[src/logic/rbb_pkg.sv]
package rbb_pkg;

    // digit commands map straight onto this order
    typedef struct packed {
        logic tck;
        logic tms;
        logic tdi;
    } jtag_pins_t;

    // both active low
    typedef struct packed {
        logic trst;
        logic srst;
    } rst_pins_t;

    typedef enum logic [3:0] {
        test_logic_reset,
        run_test_idle,
        select_dr_scan,
        capture_dr,
        shift_dr,
        exit1_dr,
        pause_dr,
        exit2_dr,
        update_dr,
        select_ir_scan,
        capture_ir,
        shift_ir,
        exit1_ir,
        pause_ir,
        exit2_ir,
        update_ir
    } tap_state_e;

    // anything not listed behaves as bypass
    typedef enum logic [3:0] {
        idcode = 4'b0001,
        user   = 4'b1000,
        bypass = 4'b1111
    } tap_instr_e;

    localparam logic [31:0] idcode_value = 32'h1BEEF0A5;
    localparam logic [3:0]  ir_capture   = 4'b0001;
    localparam logic [7:0]  max_pending  = 8'd255;

    localparam logic [7:0] reply_zero = "0";
    localparam logic [7:0] reply_one  = "1";

    // command bytes
    localparam logic [7:0] cmd_digit_first = "0";
    localparam logic [7:0] cmd_digit_last  = "7";
    localparam logic [7:0] cmd_reset_first = "r";
    localparam logic [7:0] cmd_reset_last  = "u";
    localparam logic [7:0] cmd_led_on      = "B";
    localparam logic [7:0] cmd_led_off     = "b";
    localparam logic [7:0] cmd_read        = "R";
    localparam logic [7:0] cmd_quit        = "Q";

    // idle pin levels: tck low, tms and tdi high
    localparam jtag_pins_t jtag_reset_value = 3'b011;
    localparam rst_pins_t  rst_reset_value  = 2'b11;

endpackage

[src/logic/jtag_tap_ctrl.sv]
`timescale 1ns/1ps

module jtag_tap_ctrl (
    input  logic                clk,
    input  logic                rst,
    input  rbb_pkg::jtag_pins_t jtag,
    input  logic                trst,
    output rbb_pkg::tap_state_e state,
    output logic                tck_rise,
    output logic                tck_fall
);

    logic                tck_q;
    logic                tck_qq;
    logic                tms_q;
    rbb_pkg::tap_state_e next_state;

    // sample tck twice, tms alongside the first stage
    always_ff @(posedge clk) begin
        if (rst) begin
            tck_q  <= 1'b0;
            tck_qq <= 1'b0;
            tms_q  <= 1'b1;
        end else begin
            tck_q  <= jtag.tck;
            tck_qq <= tck_q;
            tms_q  <= jtag.tms;
        end
    end

    assign tck_rise = tck_q && !tck_qq;
    assign tck_fall = !tck_q && tck_qq;

    // 1149.1 state diagram
    always_comb begin
        case (state)
            rbb_pkg::test_logic_reset: next_state = tms_q ? rbb_pkg::test_logic_reset
                                                          : rbb_pkg::run_test_idle;
            rbb_pkg::run_test_idle:    next_state = tms_q ? rbb_pkg::select_dr_scan
                                                          : rbb_pkg::run_test_idle;
            rbb_pkg::select_dr_scan:   next_state = tms_q ? rbb_pkg::select_ir_scan
                                                          : rbb_pkg::capture_dr;
            rbb_pkg::capture_dr:       next_state = tms_q ? rbb_pkg::exit1_dr : rbb_pkg::shift_dr;
            rbb_pkg::shift_dr:         next_state = tms_q ? rbb_pkg::exit1_dr : rbb_pkg::shift_dr;
            rbb_pkg::exit1_dr:         next_state = tms_q ? rbb_pkg::update_dr : rbb_pkg::pause_dr;
            rbb_pkg::pause_dr:         next_state = tms_q ? rbb_pkg::exit2_dr : rbb_pkg::pause_dr;
            rbb_pkg::exit2_dr:         next_state = tms_q ? rbb_pkg::update_dr : rbb_pkg::shift_dr;
            rbb_pkg::update_dr:        next_state = tms_q ? rbb_pkg::select_dr_scan
                                                          : rbb_pkg::run_test_idle;
            rbb_pkg::select_ir_scan:   next_state = tms_q ? rbb_pkg::test_logic_reset
                                                          : rbb_pkg::capture_ir;
            rbb_pkg::capture_ir:       next_state = tms_q ? rbb_pkg::exit1_ir : rbb_pkg::shift_ir;
            rbb_pkg::shift_ir:         next_state = tms_q ? rbb_pkg::exit1_ir : rbb_pkg::shift_ir;
            rbb_pkg::exit1_ir:         next_state = tms_q ? rbb_pkg::update_ir : rbb_pkg::pause_ir;
            rbb_pkg::pause_ir:         next_state = tms_q ? rbb_pkg::exit2_ir : rbb_pkg::pause_ir;
            rbb_pkg::exit2_ir:         next_state = tms_q ? rbb_pkg::update_ir : rbb_pkg::shift_ir;
            default:                   next_state = tms_q ? rbb_pkg::select_dr_scan
                                                          : rbb_pkg::run_test_idle;
        endcase
    end

    // trst is asynchronous on a real part, here it acts on the next clk
    always_ff @(posedge clk) begin
        if (rst || !trst) begin
            state <= rbb_pkg::test_logic_reset;
        end else if (tck_rise) begin
            state <= next_state;
        end
    end

endmodule

[src/logic/jtag_tap_regs.sv]
`timescale 1ns/1ps

module jtag_tap_regs (
    input  logic                clk,
    input  logic                rst,
    input  rbb_pkg::tap_state_e state,
    input  logic                tck_rise,
    input  logic                tck_fall,
    input  logic                tdi,
    output logic                tdo
);

    rbb_pkg::tap_instr_e ir;
    logic [3:0]          ir_shift;
    logic [31:0]         dr_shift;
    logic [7:0]          user_reg;

    // active instruction, back to idcode whenever the TAP resets
    always_ff @(posedge clk) begin
        if (rst || state == rbb_pkg::test_logic_reset) begin
            ir <= rbb_pkg::idcode;
        end else if (tck_rise && state == rbb_pkg::update_ir) begin
            ir <= rbb_pkg::tap_instr_e'(ir_shift);
        end
    end

    always_ff @(posedge clk) begin
        if (tck_rise) begin
            case (state)
                rbb_pkg::capture_ir: begin
                    ir_shift <= rbb_pkg::ir_capture;
                end
                rbb_pkg::shift_ir: begin
                    ir_shift <= {tdi, ir_shift[3:1]};
                end
                rbb_pkg::capture_dr: begin
                    case (ir)
                        rbb_pkg::idcode: dr_shift <= rbb_pkg::idcode_value;
                        rbb_pkg::user:   dr_shift <= {24'd0, user_reg};
                        default:         dr_shift <= 32'd0;
                    endcase
                end
                rbb_pkg::shift_dr: begin
                    // chain length follows the selected register
                    case (ir)
                        rbb_pkg::idcode: dr_shift      <= {tdi, dr_shift[31:1]};
                        rbb_pkg::user:   dr_shift[7:0] <= {tdi, dr_shift[7:1]};
                        default:         dr_shift[0]   <= tdi;
                    endcase
                end
                rbb_pkg::update_dr: begin
                    if (ir == rbb_pkg::user) begin
                        user_reg <= dr_shift[7:0];
                    end
                end
                default: begin
                    // nothing moves in the other states
                end
            endcase
        end
    end

    // tdo changes on the falling tck
    always_ff @(posedge clk) begin
        if (rst) begin
            tdo <= 1'b0;
        end else if (tck_fall) begin
            tdo <= (state == rbb_pkg::shift_ir) ? ir_shift[0] : dr_shift[0];
        end
    end

endmodule

[src/logic/rbb_cmd_decoder.sv]
`timescale 1ns/1ps

module rbb_cmd_decoder (
    input  logic                clk,
    input  logic                rst,
    input  logic                cmd_req,
    input  logic [7:0]          cmd_data,
    output logic                cmd_ack,
    input  logic                pending_full,
    output logic                read_strobe,
    output rbb_pkg::jtag_pins_t jtag,
    output rbb_pkg::rst_pins_t  resets,
    output logic                led,
    output logic                halted
);

    typedef enum logic [2:0] {
        op_pins,
        op_resets,
        op_led_on,
        op_led_off,
        op_read,
        op_quit,
        op_ignore
    } cmd_op_e;

    cmd_op_e    op;
    logic [7:0] digit_off;
    logic [7:0] reset_off;
    logic       accept;

    // offsets from the first byte of each range
    assign digit_off = cmd_data - rbb_pkg::cmd_digit_first;
    assign reset_off = cmd_data - rbb_pkg::cmd_reset_first;

    // classify the byte on the channel
    always_comb begin
        if (cmd_data >= rbb_pkg::cmd_digit_first && cmd_data <= rbb_pkg::cmd_digit_last) begin
            op = op_pins;
        end else if (cmd_data >= rbb_pkg::cmd_reset_first &&
                     cmd_data <= rbb_pkg::cmd_reset_last) begin
            op = op_resets;
        end else begin
            case (cmd_data)
                rbb_pkg::cmd_led_on: begin
                    op = op_led_on;
                end
                rbb_pkg::cmd_led_off: begin
                    op = op_led_off;
                end
                rbb_pkg::cmd_read: begin
                    op = op_read;
                end
                rbb_pkg::cmd_quit: begin
                    op = op_quit;
                end
                default: begin
                    op = op_ignore;
                end
            endcase
        end
    end

    // new request, not yet acked, and room for another read
    assign accept = cmd_req && !cmd_ack && !halted && !pending_full;

    always_ff @(posedge clk) begin
        if (rst) begin
            cmd_ack     <= 1'b0;
            read_strobe <= 1'b0;
            jtag        <= rbb_pkg::jtag_reset_value;
            resets      <= rbb_pkg::rst_reset_value;
            led         <= 1'b0;
            halted      <= 1'b0;
        end else begin
            read_strobe <= 1'b0;
            if (accept) begin
                cmd_ack <= 1'b1;
                // effect lands on the same edge as the ack
                case (op)
                    op_pins: begin
                        jtag <= rbb_pkg::jtag_pins_t'(digit_off[2:0]);
                    end
                    op_resets: begin
                        resets <= rbb_pkg::rst_pins_t'(reset_off[1:0]);
                    end
                    op_led_on: begin
                        led <= 1'b1;
                    end
                    op_led_off: begin
                        led <= 1'b0;
                    end
                    op_read: begin
                        read_strobe <= 1'b1;
                    end
                    op_quit: begin
                        halted <= 1'b1;
                    end
                    default: begin
                        // accepted and dropped
                    end
                endcase
            end else if (cmd_ack && !cmd_req) begin
                // sender released, close the handshake
                cmd_ack <= 1'b0;
            end
        end
    end

endmodule

[src/logic/rbb_reply_tx.sv]
`timescale 1ns/1ps

module rbb_reply_tx (
    input  logic       clk,
    input  logic       rst,
    input  logic       read_strobe,
    input  logic       tdo,
    output logic       pending_full,
    output logic       rsp_req,
    output logic [7:0] rsp_data,
    input  logic       rsp_ack
);

    typedef enum logic [1:0] {
        st_idle,
        st_request,
        st_release
    } reply_state_e;

    reply_state_e state;
    logic [7:0]   pending;
    logic         done;

    // handshake finishes when ack falls
    assign done         = (state == st_release) && !rsp_ack;
    assign rsp_req      = (state == st_request);
    assign pending_full = (pending == rbb_pkg::max_pending);

    // inc and dec together leave the count alone
    always_ff @(posedge clk) begin
        if (rst) begin
            pending <= 8'd0;
        end else if (read_strobe && !done) begin
            pending <= pending + 8'd1;
        end else if (done && !read_strobe) begin
            pending <= pending - 8'd1;
        end
    end

    always_ff @(posedge clk) begin
        if (rst) begin
            state <= st_idle;
        end else begin
            case (state)
                st_idle: begin
                    if (pending != 8'd0) begin
                        state <= st_request;
                    end
                end
                st_request: begin
                    if (rsp_ack) begin
                        state <= st_release;
                    end
                end
                default: begin
                    if (!rsp_ack) begin
                        state <= st_idle;
                    end
                end
            endcase
        end
    end

    // tdo captured as the request goes out
    always_ff @(posedge clk) begin
        if (state == st_idle && pending != 8'd0) begin
            rsp_data <= tdo ? rbb_pkg::reply_one : rbb_pkg::reply_zero;
        end
    end

endmodule

[src/logic/rbb_top.sv]
`timescale 1ns/1ps

module rbb_top (
    input  logic                clk,
    input  logic                rst,
    input  logic                cmd_req,
    input  logic [7:0]          cmd_data,
    output logic                cmd_ack,
    output logic                rsp_req,
    output logic [7:0]          rsp_data,
    input  logic                rsp_ack,
    output rbb_pkg::jtag_pins_t jtag,
    output rbb_pkg::rst_pins_t  resets,
    output logic                led,
    output logic                halted
);

    logic                read_strobe;
    logic                pending_full;
    logic                tdo;
    logic                tck_rise;
    logic                tck_fall;
    rbb_pkg::tap_state_e state;

    // bridge side
    rbb_cmd_decoder rbb_cmd_decoder_i (
        .clk          (clk),
        .rst          (rst),
        .cmd_req      (cmd_req),
        .cmd_data     (cmd_data),
        .cmd_ack      (cmd_ack),
        .pending_full (pending_full),
        .read_strobe  (read_strobe),
        .jtag         (jtag),
        .resets       (resets),
        .led          (led),
        .halted       (halted)
    );

    rbb_reply_tx rbb_reply_tx_i (
        .clk          (clk),
        .rst          (rst),
        .read_strobe  (read_strobe),
        .tdo          (tdo),
        .pending_full (pending_full),
        .rsp_req      (rsp_req),
        .rsp_data     (rsp_data),
        .rsp_ack      (rsp_ack)
    );

    // target side, srst only leaves through the top ports
    jtag_tap_ctrl jtag_tap_ctrl_i (
        .clk      (clk),
        .rst      (rst),
        .jtag     (jtag),
        .trst     (resets.trst),
        .state    (state),
        .tck_rise (tck_rise),
        .tck_fall (tck_fall)
    );

    jtag_tap_regs jtag_tap_regs_i (
        .clk      (clk),
        .rst      (rst),
        .state    (state),
        .tck_rise (tck_rise),
        .tck_fall (tck_fall),
        .tdi      (jtag.tdi),
        .tdo      (tdo)
    );

endmodule
[config.mk]
export PLATFORM = sky130hd
export DESIGN_NAME = rbb_top
export DESIGN_NICKNAME = d
export VERILOG_FILES = /design/src/logic/rbb_pkg.sv /design/src/logic/jtag_tap_ctrl.sv /design/src/logic/jtag_tap_regs.sv /design/src/logic/rbb_cmd_decoder.sv /design/src/logic/rbb_reply_tx.sv /design/src/logic/rbb_top.sv
export SDC_FILE = /design/constraint.sdc
export NUM_CORES = 1
export LEC_CHECK = 0
export BUFFER_PORTS_ARGS = -buffer_cell sky130_fd_sc_hd__buf_2
export CORE_MARGIN = 2
export CORE_UTILIZATION = 54
export CTS_BUF_LIST = sky130_fd_sc_hd__clkbuf_16
export DETAILED_ROUTE_END_ITERATION = 6
export PLACE_DENSITY = 0.86
export SYNTH_ARGS = -nofsm -noshare
export SYNTH_HDL_FRONTEND = slang
export SYNTH_SLANG_ARGS = --single-unit
[constraint.sdc]
create_clock -name clk -period 3.1 [get_ports clk]
set_input_delay 0.155 -clock clk [delete_from_list [all_inputs] [get_ports clk]]
set_output_delay 0.155 -clock clk [all_outputs]
set_load 0.05 [all_outputs]
* After elaboration in Yosys (flattened, before gate mapping)
Cells that the tools add are included. Widths: inputs -> output; s select.
Storage, ports and cells: register bits 83, word-level logic and storage cells 147, output and inout bits 17, input bits 12
Operators by class: reductions and logical operators 48, equality and inequality tests 33, multiplexer cells 34, magnitude comparators 4, bitwise operators 1, add/sub/neg operators 4
Operator list (number):
- $pmux 32 s2 | 1
- $pmux 29 s2 | 1
- $pmux 4 s11 | 1
- $eq 4x4->1 const B | 9
- $eq 8x7->1 const B | 4
- $mux 24 | 1
- $eq 4x3->1 const B | 4
- $mux 4 | 4
- $mux 8 | 2
- $pmux 7 s2 | 1
- $logic_and 1x1->1 | 13
- $mux 2 | 6
- $mux 3 | 4
- $pmux 3 s4 | 1
- $reduce_and 2->1 | 6
- $reduce_and 3->1 | 4
- $logic_not 1->1 | 10
- $reduce_bool 2->1 | 5
- $mux 1 | 9
- $add 8x1->8 const B | 1
- $eq 4x2->1 const B | 2
- $eq 8x8->1 const B | 1
- $ge 8x6->1 const B | 1
- $ge 8x7->1 const B | 1
- other kinds (24) | 32

* Longest topological paths before layout
Gate-level depths: netlist (run 1).
word-level depth 7, gate-level depth with buffers 10, gate-level depth less buffers 10

* By module
A second synthesis (run 1) with hierarchy kept.
Second synthesis, totals: cell total of the unflattened synthesis 363, area, all modules 3871.2 um2
By module, submodules not included:
- jtag_tap_regs | instances 1, sequential area each 1421.4 um2, area each 2062.0 um2, cells an instance 153
- rbb_reply_tx | instances 1, sequential area each 230.2 um2, area each 780.7 um2, cells an instance 87
- rbb_cmd_decoder | instances 1, sequential area each 180.2 um2, area each 534.3 um2, cells an instance 66
- jtag_tap_ctrl | instances 1, sequential area each 140.1 um2, area each 494.2 um2, cells an instance 57

* Least setup slack after synthesis (run 1)
No wires, ideal clock.
path type reg2reg, start reg jtag_tap_regs_i.ir[1], end reg jtag_tap_regs_i.dr_shift[10] (enable), required time 2.658 ns, clock period less this slack 3.204 ns, setup slack -0.104 ns, data arrival time 2.762 ns, stages on the path, launching flop included 4, path buffers 0, path through dfxtp_1 > nor4b_4 > nand3_1 > a211oi_1
Between the ends: cells in the longest elaborated chain, start to end 3
Ends and longest elaborated chain:
- start, declared | line jtag_tap_regs.sv:13 | rbb_pkg::tap_instr_e ir;
- start signal, assigned | line jtag_tap_regs.sv:21 | ir <= rbb_pkg::idcode;
- start signal, assigned | line jtag_tap_regs.sv:23 | ir <= rbb_pkg::tap_instr_e'(ir_shift);
- $eq 4x1->1 | line jtag_tap_regs.sv:45 | case (ir)
- $ne 2x1->1 (no line)
- $reduce_and 3->1 (no line)
- end signal, assigned | line jtag_tap_regs.sv:38 | rbb_pkg::idcode: dr_shift <= rbb_pkg::idcode_value;
- end signal, assigned | line jtag_tap_regs.sv:39 | rbb_pkg::user: dr_shift <= {24'd0, user_reg};
- end signal, assigned | line jtag_tap_regs.sv:46 | rbb_pkg::idcode: dr_shift <= {tdi, dr_shift[31:1]};
- end, declared | line jtag_tap_regs.sv:15 | logic [31:0] dr_shift;
No other way between the ends. A chain may end at the register's enable or synchronous reset.

* Worst setup path after layout (run 1)
start reg rbb_reply_tx_i.state[0], end reg rbb_reply_tx_i.pending[7]
Between the ends: cells in the longest elaborated chain, start to end 5, elaborated cells between the ends (all ways) 7
Ends and longest elaborated chain:
- start, declared | line rbb_reply_tx.sv:20 | reply_state_e state;
- start signal, assigned | line rbb_reply_tx.sv:42 | state <= st_idle;
- start signal, assigned | line rbb_reply_tx.sv:47 | state <= st_request;
- start signal, assigned | line rbb_reply_tx.sv:52 | state <= st_release;
- $eq 2x2->1 (*) | line rbb_reply_tx.sv:25 | assign done = (state == st_release) && !rsp_ack;
- $logic_and 1x1->1 (*) | line rbb_reply_tx.sv:25
- $logic_not 1->1 | line rbb_reply_tx.sv:33 | end else if (read_strobe && !done) begin
- $logic_and 1x1->1 | line rbb_reply_tx.sv:33
- $mux 8 / $reduce_bool 2->1 (equally long branches)
- end signal, assigned | line rbb_reply_tx.sv:34 | pending <= pending + 8'd1;
- end signal, assigned | line rbb_reply_tx.sv:36 | pending <= pending - 8'd1;
- end, declared | line rbb_reply_tx.sv:21 | logic [7:0] pending;
Every way passes the cells marked *; elsewhere a longest branch is shown, timed or not.

==> results of run 1 <==
tightest hold or removal path: stages:
cell                      delay, ns
sky130_fd_sc_hd__buf_2         0.11
sky130_fd_sc_hd__nand2_1       0.06
sky130_fd_sc_hd__a21oi_1       0.06
routing by layer:
metal,GRT usage,vias to the layer above,wire length (µm)
met3,0.0474,6,382
met5,0,-,0
met4,0.0909,0,63
met2,0.305,52,3210
li1,-,1287,-
met1,0.254,1279,3090
cell type report:
type | count | area share
inverter | 7 | 0.00640
multi-input combinational | 251 | 0.391
sequential | 76 | 0.480
clock buffer | 9 | 0.0548
tap | 80 | 0.0244
clock inverter | 7 | 0.0104
timing repair buffer | 25 | 0.0329
report_power, final:
part | total [W] | internal [W] | switching (W)
logic | 0.000114 | 0.0000370 | 0.0000766
clock network | 0.000936 | 0.000536 | 0.000400
registers | 0.00107 | 0.00107 | 0.00000815
cell families (layout without fill, tap and decap cells):
family          after synthesis  after routing  share of synthesized area
simple gates                146            146                      0.207
flops                        76             76                      0.531
compound gates               69             69                      0.130
buf+inv                      32             48                     0.0451
mux                          16             16                     0.0438
fa+ha+maj                     8              8                     0.0290
xor+xnor                      5              5                     0.0118
other cells                   2              7                    0.00202
layout by cell type, fill, tap and decap left out, drive strengths merged, types with 6 or more instances in the layout:
cell	n
a211oi	8
a21oi	18
and2	6
and3	11
buf	25
clkbuf	9
conb	7
dfxtp	31
edfxtp	45
ha	7
inv	8
mux2i	14
nand2	49
nor2	35
nor2b	14
o21ai	11
per-stage QoR:
step	hold WS, ns	total power, W	worst slack (ns)	instances
2_1_floorplan	0.280	0.00119	0.701	359
3_3_place_gp	0.427	0.00120	0.826	439
3_5_place_dp	0.433	0.00121	0.740	439
4_1_cts	0.0957	0.00214	0.710	455
5_1_grt	0.114	0.00219	0.512	455
6_report	0.101	0.00212	0.739	455
worst max path at each step:
stage / slack [ns] / cells past startpoint / end / startpoint
after CTS: 0.71 / 10 / rbb_reply_tx_i.pending[7] / rbb_reply_tx_i.state[0]
after floorplan: 0.70 / 3 / jtag_tap_regs_i.dr_shift[10] / jtag_tap_regs_i.ir[1]
after global routing: 0.51 / 10 / rbb_reply_tx_i.pending[7] / rbb_reply_tx_i.state[0]
after global placement: 0.83 / 10 / rbb_reply_tx_i.pending[7] / rbb_reply_tx_i.state[0]
final: 0.74 / 10 / rbb_reply_tx_i.pending[7] / rbb_reply_tx_i.state[0]
after detailed placement: 0.74 / 10 / rbb_reply_tx_i.pending[7] / rbb_reply_tx_i.state[0]
==> results.env, run 1 <==
NUMBER_OF_ENABLE_TYPE_REGISTER_CELLS_IN_THE_SYNTHESIZED_NETLIST=45
WORST_SETUP_HOLD_PATH_CLK_SLEW_NS=0.06
INITIAL_CORE_UTIL=0.553
FINALHOLDVIOLATIONS=0
PATH_DELAY_FAMILY='multiplexers'
FF2FF_PATH_DEPTH=10
AVGVIACOUNTPERCELL=5.77
ROUTE.DETAILED.DRC=0
WORST_PIN_SLEW_NS=0.672
DIEWIDTH_UM=86.9
SYNTH.YOSYS.SEQ_AREA_SHARE=0.531
SYN-INSTANCE-COUNT=354
DEPTH_OF_THE_WORST_HOLD_TIMING_PATH=3
H_TREE_LEVELS=3
MAX_FREQ_GHz=0.423
MULTI_INPUT_COMB_AREA_MM2=0.00161
REGTOREGSETUPSLACK_NS=0.74
CHIPHEIGHT_UM=86.9
FLOORPLAN.IO_PINS=29
GRT_MAX_DEGREE=26
HOLDPATHEND='rbb_cmd_decoder_i.cmd_ack'
CRIT_TYPE='reg -> reg'
TOP_FLIP_FLOP_CELL_BY_INSTANCE_COUNT_AFTER_SYNTHESIS='sky130_fd_sc_hd__edfxtp_1'
FINALCRITPERIODSHARE=0.762
LAYOUT.AREA.SEQ_MM2=0.00197
CPMAXSTAGEDELAYCELL='sky130_fd_sc_hd__dfxtp_1'
CORE.ROWCOUNT=30
DRIVE_ABOVE_1_SHARE=0.133
LARGEST_REGISTER_FF_COUNT=32
MAX_INCR_DELAY_ON_CP_NS=0.34
CTS_SETUP_BUFFERS=0
CRITPATHBUFINV=1
PLACE_HPWL_UM=4460
SYNTH.CELLS.MOST_FREQUENT='sky130_fd_sc_hd__nand2_1, sky130_fd_sc_hd__edfxtp_1, sky130_fd_sc_hd__nor2_1'
VDD_DROP_MAX_uV=290
GRT_ANTENNA_BEFORE_REPAIR=0
POST_ROUTE_SETUP_TNS_NS=0
SYNTH_AREA_MM2=0.00371
AREA_DELTA_SYNTH_FINAL_PCT=10.6
PATH_CELLS='nor2_1 -> nand2_1 -> ha_1 -> inv_1 -> ha_1 -> a211oi_2 -> o211ai_1 -> o21ai_1 -> mux2i_1 -> mux2_1'
LAYOUT_MIN_CYCLE_TIME_NS=2.36
NUMBER_OF_GLOBAL_ROUTE_VIAS_BEFORE_REPAIR=2450
TRITONCTS_NUM_SINKS=76
FINISH.NET_COUNT=390
GRT_PASS1_WL_UM=11300
LEAKAGEPOWER_nW=1.58
MAX-CAP-VIOLATIONS=0
CTS_HOLD_REPAIR.BUFFERS=0
POWER_DENSITY_mW_PER_MM2=517
GLOBAL_ROUTE.OVERFLOW_TOTAL=0
GRT_USAGE=0.195
FINALINSTANCEAREA_MM2=0.00411
DRT_FIRST_PASS_ITERS=4
CLOCK_TREE.ROOT_CELL='sky130_fd_sc_hd__clkbuf_16'
PLACED_CELL_AREA_MM2=0.00384
SKEW_NS=0.00736
SYNTH_LARGEST_TYPE_AREA_FRACTION=0.364
POSTCTSRESIZEDCELLS=0
YOSYS_WARNINGS=0
CP.REQUIRED_NS=3.32
SYNTH.AVG_CELL_AREA_UM2=10.5
DESIGN.CORE.AREA_MM2=0.00672
SYNTH_TOP_CELL_BY_AREA='sky130_fd_sc_hd__edfxtp_1'
DETAIL_ROUTED_NET_LENGTH_PER_STANDARD_CELL_UM=14.8
MOST_FREQUENT_CELL_ON_THE_CRITICAL_PATH='sky130_fd_sc_hd__ha_1'
CTS-ROOT-TO-SINK-BUFFERS=2
SLEW_HEADROOM=0.552
SETUP_VIOL=0
TRITONCTS='yes'
CP-START-KIND='register'
IO_BUFFER_COUNT=21
FINAL.FILL_COUNT=532
CRIT_FANOUT=7
TIMING.FINAL.MAX_SLEW_VIOLATIONS=0
SYNTH_SEQ_CELLS=76
SYNTH.MOST_COMMON_CELL='sky130_fd_sc_hd__nand2_1'
CORE_UTILIZATION_OF_THE_FINISHED_LAYOUT=0.611
R2R_START='rbb_reply_tx_i.state[0]'
STATUS='complete, no violations'
CP_DATA_ARRIVAL_TIME_NS=2.58
INITIALDRTVIOLATIONCOUNT=294
ANT_NETS=0
DRT_WL_TOTAL_UM=6750
WORSTHOLDSTART='cmd_req'
SYNTH_AREA_LEADERS='sky130_fd_sc_hd__edfxtp_1, sky130_fd_sc_hd__dfxtp_1, sky130_fd_sc_hd__nand2_1'
DIE_AREA_MM2=0.00756
PLACE_CONGESTION=0.814
RSZ0062_AT_GRT='false'
SYNTH.DISTINCT_CELLS=61
DETAILROUTE.VIA_COUNT=2624
ANTENNA-DIODE-COUNT=0
CLK-INSERTION-DELAY-LATE_NS=0.34
WORST_HOLD_PATH_TYPE='in -> reg'
CRITPATHCAPTURETYPE='register'
CTS_BUFFERS=9
ASYNCSETRESETFLOPFRACSYNTH=0
WORSTREG2REGEND='rbb_reply_tx_i.pending[7]'
(Power assumes the default switching activity.)
==> run 2, diff against run 1 <==
==> constraint.sdc (replaced) <==
create_clock -name clk -period 1.9 [get_ports clk]
set_input_delay 0.095 -clock clk [delete_from_list [all_inputs] [get_ports clk]]
set_output_delay 0.095 -clock clk [all_outputs]
set_load 0.05 [all_outputs]
==> run 2 against run 1 <==
Compared with the run above: the run now ends with negative setup slack left; first-iteration DRC count fell by 46%; count of clock-buffer cells in the layout stayed put; sequential power is 64% higher; core utilization rose by 5.2 points; final area is 8.5% higher; fmax increased by 9.6%.
==> results.env, run 2 (synthesis gave the netlist of run 1 again) <==
STATUS='complete, but fails checks'
VIOLATIONS='negative setup slack'
REGTOREGSETUPSLACK_NS=-0.26
GRT_ANTENNA_BEFORE_REPAIR=0
WORSTREG2REGEND='rbb_reply_tx_i.pending[4]'
WORSTHOLDSTART='cmd_req'
DETAIL_ROUTED_NET_LENGTH_PER_STANDARD_CELL_UM=16.6
GRT_USAGE=0.225
RSZ0062_AT_GRT='true'
TRITONCTS='yes'
WORST_PIN_SLEW_NS=0.572
TRITONCTS_NUM_SINKS=76
FLOORPLAN.IO_PINS=29
DIE_AREA_MM2=0.00756
MAX_INCR_DELAY_ON_CP_NS=0.36
LAYOUT_MIN_CYCLE_TIME_NS=2.16
P_INT_W=0.00283
CRITPATHBUFINV=1
MULTI_INPUT_COMB_AREA_MM2=0.00169
CORE.ROWCOUNT=30
DRIVE_ABOVE_1_SHARE=0.237
CPMAXSTAGEDELAYCELL='sky130_fd_sc_hd__fa_2'
POWER_SWITCHING_W=0.000791
LARGEST_REGISTER_FF_COUNT=32
NUMBER_OF_GLOBAL_ROUTE_VIAS_BEFORE_REPAIR=2692
PATH_DELAY_FAMILY='simple AND/OR/NAND/NOR gates'
FINALINSTANCEAREA_MM2=0.00446
SWSHARE=0.219
PATH_CELLS='nor2_1 -> nand2_1 -> ha_4 -> buf_4 -> fa_2 -> nor2b_2 -> o21ai_2 -> nor3b_1 -> or3_4 -> a21oi_2'
WORST_HOLD_PATH_TYPE='in -> reg'
H_TREE_LEVELS=3
ANTENNA-DIODE-COUNT=0
LAYOUT.AREA.SEQ_MM2=0.00198
CP.REQUIRED_NS=2.15
AREA_DELTA_SYNTH_FINAL_PCT=20.0
VDD_DROP_MAX_uV=543
WORST_SETUP_HOLD_PATH_CLK_SLEW_NS=0.05
CTS_HOLD_REPAIR.BUFFERS=0
CLK-INSERTION-DELAY-LATE_NS=0.33
CORE_UTILIZATION_OF_THE_FINISHED_LAYOUT=0.663
CLOCK_TREE.ROOT_CELL='sky130_fd_sc_hd__clkbuf_16'
SHARE_SEQ_OF_TOTAL_POWER=0.483
DRT_WL_TOTAL_UM=7980
CRIT_TYPE='reg -> reg'
FINAL.FILL_COUNT=470
ROUTE.DETAILED.DRC=0
PWR-SHARE-COMB=0.062
FINALHOLDVIOLATIONS=0
DESIGN.CORE.AREA_MM2=0.00672
FINAL.SETUP.WORST_SLACK_NS=-0.255
FINAL_CELL_MIX='sky130_fd_sc_hd__nand2_1, sky130_fd_sc_hd__edfxtp_1, sky130_fd_sc_hd__nor2_1'
LAYOUT.CELLS.MOST_COMMON='sky130_fd_sc_hd__nand2_1'
INITIALDRTVIOLATIONCOUNT=158
SKEW_NS=0.00699
CP-START-KIND='register'
FINALCRITPERIODSHARE=1.13
POST_ROUTE_SETUP_TNS_NS=-0.674
IO_BUFFER_COUNT=21
MAX_FREQ_GHz=0.464
FINISH.NET_COUNT=417
ANT_NETS=0
DETAILROUTE.VIA_COUNT=2828
LEAKAGEPOWER_nW=1.74
PLACE_CONGESTION=0.839
AVGVIACOUNTPERCELL=5.88
FF2FF_PATH_DEPTH=10
GRT_PASS1_WL_UM=13100
CP_DATA_ARRIVAL_TIME_NS=2.41
PLACED_CELL_AREA_MM2=0.00410
CHIPHEIGHT_UM=86.9
PLACE_HPWL_UM=5040
CRITPATHCAPTURETYPE='register'
INITIAL_CORE_UTIL=0.553
R2R_START='rbb_reply_tx_i.state[0]'
SETUP_VIOL=3
CTS-ROOT-TO-SINK-BUFFERS=2
DIEWIDTH_UM=86.9
DEPTH_OF_THE_WORST_HOLD_TIMING_PATH=3
CRIT_FANOUT=3
GRT_MAX_DEGREE=26
SLEW_HEADROOM=0.616
GLOBAL_ROUTE.OVERFLOW_TOTAL=0
MAX-CAP-VIOLATIONS=0
PWR-SHARE-CLK=0.454
HOLDPATHEND='rbb_cmd_decoder_i.cmd_ack'
TIMING.FINAL.MAX_SLEW_VIOLATIONS=0
FINAL_HOLD_SLACK_NS=0.0396
CTS_BUFFERS=9
DRT_FIRST_PASS_ITERS=4
POWER_DENSITY_mW_PER_MM2=812
==> run 2: worst max-delay path by stage <==
stage,startpoint,endpoint,slack [ns],cells past startpoint
2_1_floorplan,jtag_tap_regs_i.ir[3],jtag_tap_regs_i.dr_shift[10],-0.17,3
3_3_place_gp,rbb_reply_tx_i.state[0],rbb_reply_tx_i.pending[7],-0.12,10
3_5_place_dp,rbb_reply_tx_i.state[0],rbb_reply_tx_i.pending[7],-0.15,10
4_1_cts,rbb_reply_tx_i.state[0],rbb_reply_tx_i.pending[7],-0.19,10
5_1_grt,rbb_reply_tx_i.state[0],rbb_reply_tx_i.pending[7],-0.33,10
6_report,rbb_reply_tx_i.state[0],rbb_reply_tx_i.pending[4],-0.26,10
==> run 2: tightest hold or removal path, cell delays in order <==
cell and delay (ns):
sky130_fd_sc_hd__buf_2 0.11, sky130_fd_sc_hd__nand2_1 0.06, sky130_fd_sc_hd__a21oi_1 0.05
==> run 2: through the flow <==
| stage | setup WS [ns] | total power [W] | std cells |
|---|---|---|---|
| 5_1_grt | -0.332 | 0.00374 | 481 |
| 2_1_floorplan | -0.170 | 0.00194 | 359 |
| 4_1_cts | -0.194 | 0.00364 | 479 |
| 6_report | -0.255 | 0.00362 | 481 |
| 3_5_place_dp | -0.155 | 0.00199 | 463 |
| 3_3_place_gp | -0.118 | 0.00199 | 463 |
==> run 2: power groups by stage <==
stage | logic (W) | clock network, W | registers, W
finish | 0.000225 | 0.00164 | 0.00175
global placement | 0.000202 | 0 | 0.00178
floorplan | 0.000141 | 0 | 0.00180
global route | 0.000241 | 0.00175 | 0.00175
detailed placement | 0.000208 | 0 | 0.00178
CTS | 0.000217 | 0.00167 | 0.00175
==> run 2: layout make-up <==
cell class	instances	area share
Sequential cell	76	0.443
Multi-Input combinational cell	251	0.380
Clock inverter	6	0.0149
Timing Repair Buffer	52	0.0814
Clock buffer	9	0.0505
Inverter	7	0.00758
Tap cell	80	0.0225
==> run 2: timing repair <==
action / 4_1_cts / 5_1_grt
pin swaps: 2 / 3
hold endpoints to repair: 0 / 0
cloned: 0 / 0
setup buffers: 1 / 2
resized for setup: 6 / 5
setup endpoints to repair: 10 / 11
==> run 2: layer usage <==
layer / vias up / global-route usage / part of all wire
met5: - / 0 / 0
met4: 0 / 0.104 / 0.025
met3: 20 / 0.0569 / 0.050
met2: 93 / 0.360 / 0.49
met1: 1364 / 0.287 / 0.44
li1: 1351 / - / -
==> run 3, diff against run 2 <==
--- a/config.mk
+++ b/config.mk
@@ -5,12 +5,12 @@
 export SDC_FILE = /design/constraint.sdc
 export NUM_CORES = 1
 export LEC_CHECK = 0
-export BUFFER_PORTS_ARGS = -buffer_cell sky130_fd_sc_hd__buf_2
 export CORE_MARGIN = 2
-export CORE_UTILIZATION = 54
+export CORE_UTILIZATION = 55
 export CTS_BUF_LIST = sky130_fd_sc_hd__clkbuf_16
 export DETAILED_ROUTE_END_ITERATION = 6
-export PLACE_DENSITY = 0.86
+export DONT_BUFFER_PORTS = 1
+export PLACE_DENSITY = 0.83
 export SYNTH_ARGS = -nofsm -noshare
 export SYNTH_HDL_FRONTEND = slang
 export SYNTH_SLANG_ARGS = --single-unit
==> run 3 against run 2 <==
Compared with the run above: final area shrank 1.8%; register-to-register slack gained 0.04 ns; wire length shrank 0.15%; count of clock-buffer cells in the layout is the same; global-route usage grew 0.090 points; clock power grew 4%; largest power group unchanged; combinational power shrank 11%; first-iteration DRC count shrank 5.1%; critical path depth is the same; the flow still finishes with violations (negative setup slack); die area shrank 1.7%.
==> results.env, run 3 (synthesis gave the netlist of run 1 again) <==
STATUS='complete, but fails checks'
VIOLATIONS='negative setup slack'
VDD_DROP_MAX_uV=626
WORST_PIN_SLEW_NS=0.755
ROUTE.DETAILED.DRC=0
SETUP_VIOL=3
DRT_WL_TOTAL_UM=7970
CTS_BUFFERS=9
SKEW_NS=0.00700
GRT_PASS1_WL_UM=12900
CLOCK_TREE.ROOT_CELL='sky130_fd_sc_hd__clkbuf_16'
TRITONCTS_NUM_SINKS=76
MAX-CAP-VIOLATIONS=0
PLACED_INSTANCE_COUNT=439
WORST_HOLD_PATH_TYPE='in -> reg'
PLACE_HPWL_UM=5110
POST_ROUTE_SETUP_TNS_NS=-0.335
DESIGN.CORE.AREA_MM2=0.00646
CRIT_TYPE='reg -> reg'
FINAL.FILL_COUNT=452
GRT_MAX_DEGREE=26
FINAL_CELL_MIX='sky130_fd_sc_hd__nand2_1, sky130_fd_sc_hd__edfxtp_1, sky130_fd_sc_hd__nor2_1'
CRIT_FANOUT=6
FLOORPLAN.IO_PINS=29
ANTENNA-DIODE-COUNT=0
DIE_AREA_MM2=0.00743
CP-START-KIND='register'
CLK-INSERTION-DELAY-LATE_NS=0.33
GRTUSAGEMET2=0.366
RSZ0062_AT_GRT='true'
DRIVE_ABOVE_1_SHARE=0.176
TRITONCTS='yes'
FINISH.NET_COUNT=401
CRITPATHCAPTURETYPE='register'
ANT_NETS=0
AREA_DELTA_SYNTH_FINAL_PCT=17.9
FINALNONFILLERCELLS=463
GRT.BUSIEST_LAYER='met2'
DIEWIDTH_UM=86.2
LARGEST_REGISTER_FF_COUNT=32
LAYOUT.CELLS.MOST_COMMON='sky130_fd_sc_hd__nand2_1'
WORST_SETUP_HOLD_PATH_CLK_SLEW_NS=0.06
SLEW_HEADROOM=0.495
GLOBALROUTEMET3UTIL=0.0724
FINALCRITPERIODSHARE=1.11
IO_BUFFER_COUNT=0
FF2FF_PATH_DEPTH=10
DETAILROUTE.VIA_COUNT=2720
LAYOUT_MIN_CYCLE_TIME_NS=2.11
CHIPHEIGHT_UM=86.2
INITIALDRTVIOLATIONCOUNT=150
LEAKAGEPOWER_nW=1.69
CTS-ROOT-TO-SINK-BUFFERS=2
POWER_DENSITY_mW_PER_MM2=835
FINAL.SETUP.WORST_SLACK_NS=-0.211
REGTOREGSETUPSLACK_NS=-0.21
DRT_FIRST_PASS_ITERS=4
GLOBAL_ROUTE.OVERFLOW_TOTAL=0
DEPTH_OF_THE_WORST_HOLD_TIMING_PATH=2
MAX_FREQ_GHz=0.474
TOTALPOWERFINAL_W=0.00366
GRT_USAGE=0.226
CORE.ROWCOUNT=29
INITIAL_CORE_UTIL=0.575
AVGVIACOUNTPERCELL=5.87
PLACE_CONGESTION=0.891
GRT_ANTENNA_BEFORE_REPAIR=0
DETAIL_ROUTED_NET_LENGTH_PER_STANDARD_CELL_UM=17.2
NUMBER_OF_GLOBAL_ROUTE_VIAS_BEFORE_REPAIR=2660
TIMING.FINAL.MAX_SLEW_VIOLATIONS=0
GRT_UTIL_MET1=0.291
FINALHOLDVIOLATIONS=0
CP.REQUIRED_NS=2.12
H_TREE_LEVELS=3
CP_DATA_ARRIVAL_TIME_NS=2.33
-- run 3: timing repair --
item                                    CTS  global route
setup buffers                             2             0
gates cloned                              0             0
hold buffers                              6             0
pin swaps                                10             2
resized for setup                         5             2
endpoints found under the setup margin    3             4
endpoints found under the hold margin    21             0
-- run 3: worst paths after layout --
check                               start                          to
setup / recovery  rbb_reply_tx_i.state[0]   rbb_reply_tx_i.pending[7]
hold / removal                        rst   rbb_reply_tx_i.pending[7]
setup reg to reg  rbb_reply_tx_i.state[0]   rbb_reply_tx_i.pending[7]
hold reg to reg       jtag_tap_regs_i.tdo  rbb_reply_tx_i.rsp_data[0]
-- run 3: critical path, stage by stage (launching register included) --
cell	delay (ns)
sky130_fd_sc_hd__dfxtp_2	0.31
sky130_fd_sc_hd__nor2_1	0.08
sky130_fd_sc_hd__nand2_1	0.10
sky130_fd_sc_hd__ha_4	0.19
sky130_fd_sc_hd__inv_6	0.08
sky130_fd_sc_hd__ha_4	0.20
sky130_fd_sc_hd__o211ai_1	0.22
sky130_fd_sc_hd__o211ai_1	0.15
sky130_fd_sc_hd__o21ai_1	0.11
sky130_fd_sc_hd__mux2i_1	0.22
sky130_fd_sc_hd__mux2_1	0.33
-- run 3: final cells by class --
class | instances | area [µm²] | share of cell area
Tap cell | 77 | 96.3 | 0.0220
Inverter | 7 | 31.3 | 0.00714
Timing Repair Buffer | 36 | 302 | 0.0689
Clock inverter | 7 | 75.1 | 0.0171
Multi-Input combinational cell | 251 | 1670 | 0.382
Sequential cell | 76 | 1980 | 0.451
Clock buffer | 9 | 225 | 0.0514
-- run 3: metrics by stage --
stage	setup WS, ns	utilization	cell area [µm²]	hold WS [ns]
floorplan	-0.170	-	3800	0.220
global placement	-0.126	0.615	3970	0.166
detailed placement	-0.223	0.615	3970	0.165
CTS	-0.207	0.677	4370	0.000654
global route	-0.312	0.678	4380	0.0233
finish	-0.211	0.678	4380	0.00317
-- run 3: layer usage --
metal  up-vias  wire, µm
met1      1305      3430
met4         0       112
met2        92      3940
met5         -         0
met3        14       480
li1       1309         -
-- run 3: report_power, final --
part	internal, W	switching, W	total (W)
combinational	0.0000809	0.000119	0.000200
clock	0.00102	0.000679	0.00170
sequential	0.00174	0.0000183	0.00176
total	0.00284	0.000817	0.00366
